### src/rtl/video_pkg.sv
package video_pkg;

    // raster coordinates, wide enough for 1080p totals
    localparam int COORD_W = 12;

    localparam int CHAN_W = 8;

    // fixed blue level of the test pattern
    localparam logic [CHAN_W-1:0] PAT_BLUE = 8'h40;

    typedef struct packed {
        logic [CHAN_W-1:0] r;
        logic [CHAN_W-1:0] g;
        logic [CHAN_W-1:0] b;
    } rgb_t;

    // sync bundle carried alongside the pixel
    typedef struct packed {
        logic hsync;
        logic vsync;
        logic de;
    } sync_t;

endpackage : video_pkg
### src/rtl/overlay_pkg.sv
package overlay_pkg;

    // box number on the config port, room for up to 16 boxes
    localparam int IDX_W = 4;

    // box colours share the raster pixel layout
    typedef video_pkg::rgb_t box_color_t;

    localparam int CFG_W = $bits(box_color_t);

    // field select of a config write
    typedef enum logic [2:0] {
        START_X = 3'd0,
        START_Y = 3'd1,
        END_X   = 3'd2,
        END_Y   = 3'd3,
        COLOR   = 3'd4,
        ENABLE  = 3'd5
    } box_field_e;

endpackage : overlay_pkg

### src/rtl/box_overlay_top.sv
`timescale 1ns/1ps

module box_overlay_top #(
    parameter int H_ACT   = 1280,
    parameter int V_ACT   = 720,
    parameter int H_TOTAL = 1650,
    parameter int V_TOTAL = 750,
    parameter int H_SYNC  = 40,
    parameter int N_BOX   = 4,
    parameter int THICK   = 2
) (
    input  logic                          clk,
    input  logic                          reset,
    input  logic                          en,
    input  logic                          cfg_wr,
    input  logic [overlay_pkg::IDX_W-1:0] cfg_index,
    input  overlay_pkg::box_field_e       cfg_field,
    input  logic [overlay_pkg::CFG_W-1:0] cfg_data,
    output logic                          hsync,
    output logic                          vsync,
    output logic                          de,
    output logic [video_pkg::COORD_W-1:0] x,
    output logic [video_pkg::COORD_W-1:0] y,
    output logic [7:0]                    r,
    output logic [7:0]                    g,
    output logic [7:0]                    b
);

    localparam int CW    = video_pkg::COORD_W;
    localparam int CFG_W = overlay_pkg::CFG_W;

    logic [CW-1:0]          gen_x;
    logic [CW-1:0]          gen_y;
    logic                   gen_hsync;
    logic                   gen_vsync;
    logic                   gen_de;
    video_pkg::rgb_t        pat_rgb;
    video_pkg::rgb_t        pat_rgb_d;
    video_pkg::rgb_t        mix_rgb;
    video_pkg::sync_t       sync_in;
    video_pkg::sync_t       sync_out;
    logic [2*CW-1:0]        xy_out;

    logic [N_BOX*CW-1:0]    start_xs;
    logic [N_BOX*CW-1:0]    start_ys;
    logic [N_BOX*CW-1:0]    end_xs;
    logic [N_BOX*CW-1:0]    end_ys;
    logic [N_BOX-1:0]       box_en;
    logic [N_BOX*CFG_W-1:0] colors;
    logic [N_BOX-1:0]       hit;

    test_pattern_gen #(
        .H_ACT  (H_ACT),
        .V_ACT  (V_ACT),
        .H_TOTAL(H_TOTAL),
        .V_TOTAL(V_TOTAL),
        .H_SYNC (H_SYNC)
    ) u_pattern (
        .clk    (clk),
        .reset  (reset),
        .x      (gen_x),
        .y      (gen_y),
        .hsync  (gen_hsync),
        .vsync  (gen_vsync),
        .de     (gen_de),
        .pat_rgb(pat_rgb)
    );

    box_config_regs #(
        .N_BOX(N_BOX)
    ) u_regs (
        .clk      (clk),
        .reset    (reset),
        .cfg_wr   (cfg_wr),
        .cfg_index(cfg_index),
        .cfg_field(cfg_field),
        .cfg_data (cfg_data),
        .start_xs (start_xs),
        .start_ys (start_ys),
        .end_xs   (end_xs),
        .end_ys   (end_ys),
        .box_en   (box_en),
        .colors   (colors)
    );

    for (genvar k = 0; k < N_BOX; k++) begin : g_hit
        box_hit #(
            .THICK(THICK)
        ) u_hit (
            .clk    (clk),
            .reset  (reset),
            .x      (gen_x),
            .y      (gen_y),
            .start_x(start_xs[k*CW +: CW]),
            .start_y(start_ys[k*CW +: CW]),
            .end_x  (end_xs[k*CW +: CW]),
            .end_y  (end_ys[k*CW +: CW]),
            .enable (box_en[k]),
            .hit    (hit[k])
        );
    end

    // pattern lines up with the registered hit bits
    pipe_delay #(
        .payload_t(video_pkg::rgb_t),
        .DEPTH    (1)
    ) u_pat_delay (
        .clk  (clk),
        .reset(reset),
        .din  (pat_rgb),
        .dout (pat_rgb_d)
    );

    box_priority_mix #(
        .N_BOX(N_BOX)
    ) u_mix (
        .clk    (clk),
        .reset  (reset),
        .en     (en),
        .hit    (hit),
        .colors (colors),
        .pat_rgb(pat_rgb_d),
        .rgb    (mix_rgb)
    );

    assign sync_in.hsync = gen_hsync;
    assign sync_in.vsync = gen_vsync;
    assign sync_in.de    = gen_de;

    // two stages, hit register plus mix register
    pipe_delay #(
        .payload_t(video_pkg::sync_t),
        .DEPTH    (2)
    ) u_sync_delay (
        .clk  (clk),
        .reset(reset),
        .din  (sync_in),
        .dout (sync_out)
    );

    pipe_delay #(
        .payload_t(logic [2*CW-1:0]),
        .DEPTH    (2)
    ) u_xy_delay (
        .clk  (clk),
        .reset(reset),
        .din  ({gen_x, gen_y}),
        .dout (xy_out)
    );

    assign hsync = sync_out.hsync;
    assign vsync = sync_out.vsync;
    assign de    = sync_out.de;
    assign x     = xy_out[2*CW-1:CW];
    assign y     = xy_out[CW-1:0];
    assign r     = mix_rgb.r;
    assign g     = mix_rgb.g;
    assign b     = mix_rgb.b;

endmodule : box_overlay_top

### src/rtl/box_priority_mix.sv
`timescale 1ns/1ps

module box_priority_mix #(
    parameter int N_BOX = 4
) (
    input  logic                                clk,
    input  logic                                reset,
    input  logic                                en,
    input  logic [N_BOX-1:0]                    hit,
    input  logic [N_BOX*overlay_pkg::CFG_W-1:0] colors,
    input  video_pkg::rgb_t                     pat_rgb,
    output video_pkg::rgb_t                     rgb
);

    localparam int CFG_W = overlay_pkg::CFG_W;

    overlay_pkg::box_color_t top_color;
    logic                    any_hit;

    // later boxes overwrite earlier ones, highest index wins
    always_comb begin
        top_color = '0;
        any_hit   = 1'b0;
        for (int k = 0; k < N_BOX; k++) begin
            if (hit[k]) begin
                top_color = colors[k*CFG_W +: CFG_W];
                any_hit   = 1'b1;
            end
        end
    end

    always_ff @(posedge clk) begin
        if (reset) begin
            rgb <= '0;
        end else if (en && any_hit) begin
            rgb <= top_color;
        end else begin
            rgb <= pat_rgb;  // pattern passes through
        end
    end

endmodule : box_priority_mix

### src/rtl/box_hit.sv
`timescale 1ns/1ps

module box_hit #(
    parameter int THICK = 2
) (
    input  logic                          clk,
    input  logic                          reset,
    input  logic [video_pkg::COORD_W-1:0] x,
    input  logic [video_pkg::COORD_W-1:0] y,
    input  logic [video_pkg::COORD_W-1:0] start_x,
    input  logic [video_pkg::COORD_W-1:0] start_y,
    input  logic [video_pkg::COORD_W-1:0] end_x,
    input  logic [video_pkg::COORD_W-1:0] end_y,
    input  logic                          enable,
    output logic                          hit
);

    localparam int CW = video_pkg::COORD_W;
    localparam logic [CW:0] THICK_E = (CW + 1)'(THICK);

    logic in_outer;
    logic in_inner;

    assign in_outer = (x >= start_x) && (x <= end_x) && (y >= start_y) && (y <= end_y);

    // one extra bit so corner +- THICK cannot wrap
    assign in_inner = ({1'b0, x} > {1'b0, start_x} + THICK_E) &&
                      ({1'b0, x} + THICK_E < {1'b0, end_x}) &&
                      ({1'b0, y} > {1'b0, start_y} + THICK_E) &&
                      ({1'b0, y} + THICK_E < {1'b0, end_y});

    always_ff @(posedge clk) begin
        if (reset) begin
            hit <= 1'b0;
        end else begin
            hit <= enable && in_outer && !in_inner;
        end
    end

    // corners come from the register bank, must be ordered once enabled
    a_corner_order: assert property (@(posedge clk) disable iff (reset)
        enable |-> (start_x <= end_x) && (start_y <= end_y)
    ) else $error("enabled box has start beyond end");

endmodule : box_hit

### src/rtl/box_config_regs.sv
`timescale 1ns/1ps

module box_config_regs #(
    parameter int N_BOX = 4
) (
    input  logic                                  clk,
    input  logic                                  reset,
    input  logic                                  cfg_wr,
    input  logic [overlay_pkg::IDX_W-1:0]         cfg_index,
    input  overlay_pkg::box_field_e               cfg_field,
    input  logic [overlay_pkg::CFG_W-1:0]         cfg_data,
    output logic [N_BOX*video_pkg::COORD_W-1:0]   start_xs,
    output logic [N_BOX*video_pkg::COORD_W-1:0]   start_ys,
    output logic [N_BOX*video_pkg::COORD_W-1:0]   end_xs,
    output logic [N_BOX*video_pkg::COORD_W-1:0]   end_ys,
    output logic [N_BOX-1:0]                      box_en,
    output logic [N_BOX*overlay_pkg::CFG_W-1:0]   colors
);

    localparam int CW    = video_pkg::COORD_W;
    localparam int CFG_W = overlay_pkg::CFG_W;

    logic [CW-1:0]           start_x_q [N_BOX];
    logic [CW-1:0]           start_y_q [N_BOX];
    logic [CW-1:0]           end_x_q   [N_BOX];
    logic [CW-1:0]           end_y_q   [N_BOX];
    overlay_pkg::box_color_t color_q   [N_BOX];
    logic [N_BOX-1:0]        sel;

    // one-hot box select, out of range index selects nothing
    always_comb begin
        for (int k = 0; k < N_BOX; k++) begin
            sel[k] = cfg_wr && (cfg_index == overlay_pkg::IDX_W'(k));
        end
    end

    always_ff @(posedge clk) begin
        for (int k = 0; k < N_BOX; k++) begin
            if (sel[k]) begin
                case (cfg_field)
                    overlay_pkg::START_X: start_x_q[k] <= cfg_data[CW-1:0];
                    overlay_pkg::START_Y: start_y_q[k] <= cfg_data[CW-1:0];
                    overlay_pkg::END_X:   end_x_q[k]   <= cfg_data[CW-1:0];
                    overlay_pkg::END_Y:   end_y_q[k]   <= cfg_data[CW-1:0];
                    overlay_pkg::COLOR:   color_q[k]   <= cfg_data;
                    default: ;
                endcase
            end
        end
    end

    always_ff @(posedge clk) begin
        if (reset) begin
            box_en <= '0;
        end else begin
            for (int k = 0; k < N_BOX; k++) begin
                if (sel[k] && cfg_field == overlay_pkg::ENABLE) begin
                    box_en[k] <= cfg_data[0];
                end
            end
        end
    end

    for (genvar k = 0; k < N_BOX; k++) begin : g_flat
        assign start_xs[k*CW +: CW]     = start_x_q[k];
        assign start_ys[k*CW +: CW]     = start_y_q[k];
        assign end_xs[k*CW +: CW]       = end_x_q[k];
        assign end_ys[k*CW +: CW]       = end_y_q[k];
        assign colors[k*CFG_W +: CFG_W] = color_q[k];
    end

    a_index_range: assert property (@(posedge clk) disable iff (reset)
        cfg_wr |-> (cfg_index < N_BOX)
    ) else $error("config write to box %0d, only %0d boxes", cfg_index, N_BOX);

endmodule : box_config_regs

### src/rtl/test_pattern_gen.sv
`timescale 1ns/1ps

module test_pattern_gen #(
    parameter int H_ACT   = 1280,
    parameter int V_ACT   = 720,
    parameter int H_TOTAL = 1650,
    parameter int V_TOTAL = 750,
    parameter int H_SYNC  = 40
) (
    input  logic                          clk,
    input  logic                          reset,
    output logic [video_pkg::COORD_W-1:0] x,
    output logic [video_pkg::COORD_W-1:0] y,
    output logic                          hsync,
    output logic                          vsync,
    output logic                          de,
    output video_pkg::rgb_t               pat_rgb
);

    localparam int CW = video_pkg::COORD_W;

    logic x_wrap;
    logic y_wrap;

    assign x_wrap = (x == CW'(H_TOTAL - 1));
    assign y_wrap = (y == CW'(V_TOTAL - 1));

    always_ff @(posedge clk) begin
        if (reset) begin
            x <= '0;
            y <= '0;
        end else begin
            x <= x_wrap ? '0 : x + 1'b1;
            if (x_wrap) begin
                y <= y_wrap ? '0 : y + 1'b1; // next line
            end
        end
    end

    // decode straight from the counters so sync stays aligned with x, y
    assign de    = (x < CW'(H_ACT)) && (y < CW'(V_ACT));
    assign hsync = (x >= CW'(H_ACT)) && (x < CW'(H_ACT + H_SYNC));
    assign vsync = (y == CW'(V_ACT));  // first blank line only

    // x*8 and y*8, low byte
    assign pat_rgb.r = {x[4:0], 3'b000};
    assign pat_rgb.g = {y[4:0], 3'b000};
    assign pat_rgb.b = video_pkg::PAT_BLUE;

    a_x_range: assert property (@(posedge clk) disable iff (reset)
        x < CW'(H_TOTAL)
    ) else $error("x counter ran past H_TOTAL");

endmodule : test_pattern_gen

### src/rtl/pipe_delay.sv
`timescale 1ns/1ps

module pipe_delay #(
    parameter type payload_t = logic,
    parameter int  DEPTH     = 1
) (
    input  logic     clk,
    input  logic     reset,
    input  payload_t din,
    output payload_t dout
);

    payload_t stage [DEPTH];

    always_ff @(posedge clk) begin
        if (reset) begin
            for (int i = 0; i < DEPTH; i++) begin
                stage[i] <= '0;
            end
        end else begin
            stage[0] <= din;
            for (int i = 1; i < DEPTH; i++) begin
                stage[i] <= stage[i-1];
            end
        end
    end

    assign dout = stage[DEPTH-1];

endmodule : pipe_delay

### config.mk
export PLATFORM = sky130hd
export DESIGN_NAME = box_overlay_top
export DESIGN_NICKNAME = d
export VERILOG_FILES = /design/src/rtl/video_pkg.sv /design/src/rtl/overlay_pkg.sv /design/src/rtl/box_overlay_top.sv /design/src/rtl/box_priority_mix.sv /design/src/rtl/box_hit.sv /design/src/rtl/box_config_regs.sv /design/src/rtl/test_pattern_gen.sv /design/src/rtl/pipe_delay.sv
export SDC_FILE = /design/constraint.sdc
export NUM_CORES = 1
export LEC_CHECK = 0
export ABC_AREA = 1
export BUFFER_PORTS_ARGS = -buffer_cell sky130_fd_sc_hd__buf_4
export CORE_ASPECT_RATIO = 1.75
export CORE_MARGIN = 2
export CORE_UTILIZATION = 26
export CTS_BUF_LIST = sky130_fd_sc_hd__clkbuf_8
export CTS_CLUSTER_DIAMETER = 60
export CTS_CLUSTER_SIZE = 12
export DETAILED_ROUTE_END_ITERATION = 10
export PLACE_DENSITY = 0.49
export SLEW_MARGIN = 10
export SYNTH_ARGS = -nofsm -noshare
export SYNTH_HDL_FRONTEND = slang
export SYNTH_SLANG_ARGS = --single-unit
### constraint.sdc
create_clock -name clk -period 8.5 [get_ports clk]
set_input_delay 1.275 -clock clk [delete_from_list [all_inputs] [get_ports clk]]
set_output_delay 1.275 -clock clk [all_outputs]
set_load 0.005 [all_outputs]
==> flow_summary.json <==
{
  "outcome": "complete, no violations",
  "max_freq_mhz": 288,
  "layout-drive-gt1-share": 0.0638,
  "numPortBuffers": 85,
  "grt_start_max_net_pins": 71,
  "seqCellArea_mm2": 0.0109,
  "fill_cells": 9800,
  "crit_arrival_ns": 4.01,
  "drt-initial-drc-count": 770,
  "yosys_register_bits": 399,
  "start_util": 0.262,
  "drt-total-wl_um": 76000,
  "pre_cts_ws_ns": 4.98,
  "hold_slack_ns": 0.395,
  "p_per_area_mw_per_mm2": 126,
  "synth_commonest_cells": "nand2_1 (451), ha_1 (384), inv_1 (359)",
  "combPwrFrac": 0.053,
  "synthXorXnorAreaFrac": 0.0321,
  "cts_resized": 0,
  "grtUsageMet2": 0.319,
  "multi_input_area_mm2": 0.0117,
  "cts_buffer_depth": 3,
  "yosysMostFrequentCell": "nand2_1",
  "synth_top_family_by_area": "adder cells",
  "hold_violations": 0,
  "criticalPathCategory": "register to register",
  "worst_pin_slew_ns": 1.09,
  "p_int_mw": 2.57,
  "syn_area_mm2": 0.0243,
  "syn2layout_area_growth_pct": 10.8,
  "slowest_delay_ns": 0.94,
  "dp_hpwl_um": 56000,
  "hold_buffers": 0,
  "place_area_mm2": 0.0263,
  "cp_top_family": "simple AND/OR/NAND/NOR gates",
  "synth.area.mux_share": 0,
  "synthSimpleGateAreaFrac": 0.176,
  "grt_pass1_vias": 18563,
  "worstPathRequired_ns": 9.05,
  "remaining_drc_errors": 0,
  "antenna_found_initial": 3,
  "cts_setup_buffers": 0,
  "async_flop_share": 0,
  "rows": 148,
  "total_power_mw": 3.40,
  "drv_cap": 0,
  "synth_top_area_frac": 0.356,
  "pin_count": 86,
  "max_slew_margin": 0.268,
  "ctsHtreeMaxLevel": 2,
  "via_per_inst": 4.58,
  "synthAdderAreaFrac": 0.198,
  "p_sw_frac": 0.244,
  "vias": 18081,
  "synth-main-ff-cell": "edfxtp_1",
  "stdcell_area_mm2": 0.0269,
  "core-area_mm2": 0.0928,
  "leakagePower_nw": 12.3,
  "yosysWarnings": 0,
  "cts_buffers": 39,
  "netlist_instances": 2628,
  "period_share": 0.408,
  "grt_pass1_wl_um": 112000,
  "yosysSeqAreaShare": 0.448,
  "globalRouteMet3Util": 0.0114,
  "power_frac_seq": 0.617,
  "wire_per_inst_um": 19.3,
  "worst-path-buf-inv": 1,
  "finalCriticalPeriod_ns": 3.47,
  "synth_edf_count": 288,
  "finClkSkew_ns": 0.0480,
  "track_usage": 0.155,
  "synth_nets": 3047,
  "p_clk_frac": 0.330,
  "first_pass_iters": 7,
  "met1_usage": 0.150,
  "busiest_layer": "met2",
  "die_h_um": 408,
  "post-route-util": 0.290,
  "worstPathCellList": "ha_1 > nand2_1 > nor3_1 > nand2_1 > nor2_1 > xor2_1 > ha_1 > nand2_1 > inv_1 > nand4_1 > nor2_1 > nor2_1 > nand2_1 > nor2_1 > nor2_1",
  "clk_latency_ns": 0.64,
  "rsz0062_at_grt": "no",
  "crit_fanout": 16,
  "finalSetupTns_ns": 0,
  "synth-compound-area-share": 0.0756,
  "ys_types": 45,
  "path_clk_slew_ns": 0.10,
  "slowest_stage": "dfxtp_1",
  "cp-end-kind": "register",
  "globalplace.congestion": 0.858,
  "synthTopCellsByArea": "edfxtp_1 (36%), ha_1 (20%), dfxtp_1 (9.1%)",
  "irDropWorstVdd_v": 0.000156,
  "gr-total-overflow": 0,
  "dieArea_mm2": 0.0960,
  "cts_tree": "done",
  "setup_viol": 0,
  "root_buffer": "clkbuf_8",
  "finalWorstSetupSlack_ns": 5.03,
  "cts.sink_count": 399,
  "cp_common_cell": "nor2_1",
  "p_sw_uw": 828,
  "slew_violations": 0,
  "layout.nets": 3140,
  "syn_area_per_cell_um2": 9.24,
  "placed_cells": 3880,
  "die_w_um": 235,
  "synth_area_leader_cell": "edfxtp_1",
  "startpoint_type": "register",
  "fin_cells": 3946,
  "antenna_left": 0,
  "hp-class": "register to register"
}
-- path summary, 6_finish.rpt --
path	start	endpoint	slack, ns	cells after the start
setup / recovery	u_pattern.y[2]	g_hit[2].u_hit.hit	5.03	15
hold / removal	u_sync_delay.stage[0][2]	u_sync_delay.stage[0][5]	0.40	2
setup reg to reg	u_pattern.y[2]	g_hit[2].u_hit.hit	5.03	15
hold reg to reg	u_sync_delay.stage[0][2]	u_sync_delay.stage[0][5]	0.40	2
-- area by class of cell --
cell class / count / area share
sequential: 399 / 0.404
antenna: 3 / 0.000279
multi-input combinational: 1810 / 0.435
tap: 1200 / 0.0558
inverter: 360 / 0.0502
timing repair buffer: 111 / 0.0310
clock buffer: 39 / 0.0199
clock inverter: 24 / 0.00400
-- flip-flops by register name, summed over array words and instances (netlist names) --
| signal | cells |
|---|---|
| g_hit.u_hit.hit | 4 |
| u_regs.start_y_q | 48 |
| u_pattern.x | 12 |
| u_mix.rgb | 24 |
| u_sync_delay.stage | 6 |
| u_regs.end_y_q | 48 |
| u_regs.color_q | 96 |
| u_regs.box_en | 4 |
| u_regs.start_x_q | 48 |
| u_pat_delay.stage | 1 |
| u_xy_delay.stage | 48 |
| u_pattern.y | 12 |
| u_regs.end_x_q | 48 |
-- cell usage in the layout, fill, tap and decap left out, types with 9 or more instances in the layout --
cell type / n
nand2_1: 451
ha_1: 384
inv_1: 380
nor2_1: 292
edfxtp_1: 288
a21oi_1: 175
buf_4: 111
dfxtp_1: 110
nand3_1: 100
o21ai_0: 100
xor2_1: 80
nand4_1: 58
nor3_1: 54
clkbuf_8: 39
a211oi_1: 16
o211ai_1: 14
nor4_1: 10
xnor2_1: 9
-- power by group through the flow --
stage / logic [mW] / registers, mW / clock network [mW]
global route: 0.199 / 2.10 / 1.21
finish: 0.180 / 2.10 / 1.12
floorplan: 0.0780 / 2.14 / 0
CTS: 0.183 / 2.10 / 1.16
global placement: 0.182 / 2.14 / 0
detailed placement: 0.183 / 2.14 / 0
-- worst min-delay path, cell delays in order (launching register included) --
cell,delay (ns)
dfxtp_1,0.30
inv_1,0.04
nor2_1,0.03
-- logic make-up after synthesis --
family / count (synthesis)
AOI/OAI and AO/OA: 338
xor gates and xnor gates: 89
adders and majority gates: 384
buffers and inverters: 419
DFF: 399
and+or+nand+nor: 999
-- layer usage --
layer  vias to the layer above  share of wire
met2                       332           0.56
li1                       9054              -
met3                       168          0.030
met5                         -              0
met4                         0          0.057
met1                      8527           0.35
(Power assumes the default switching activity.)
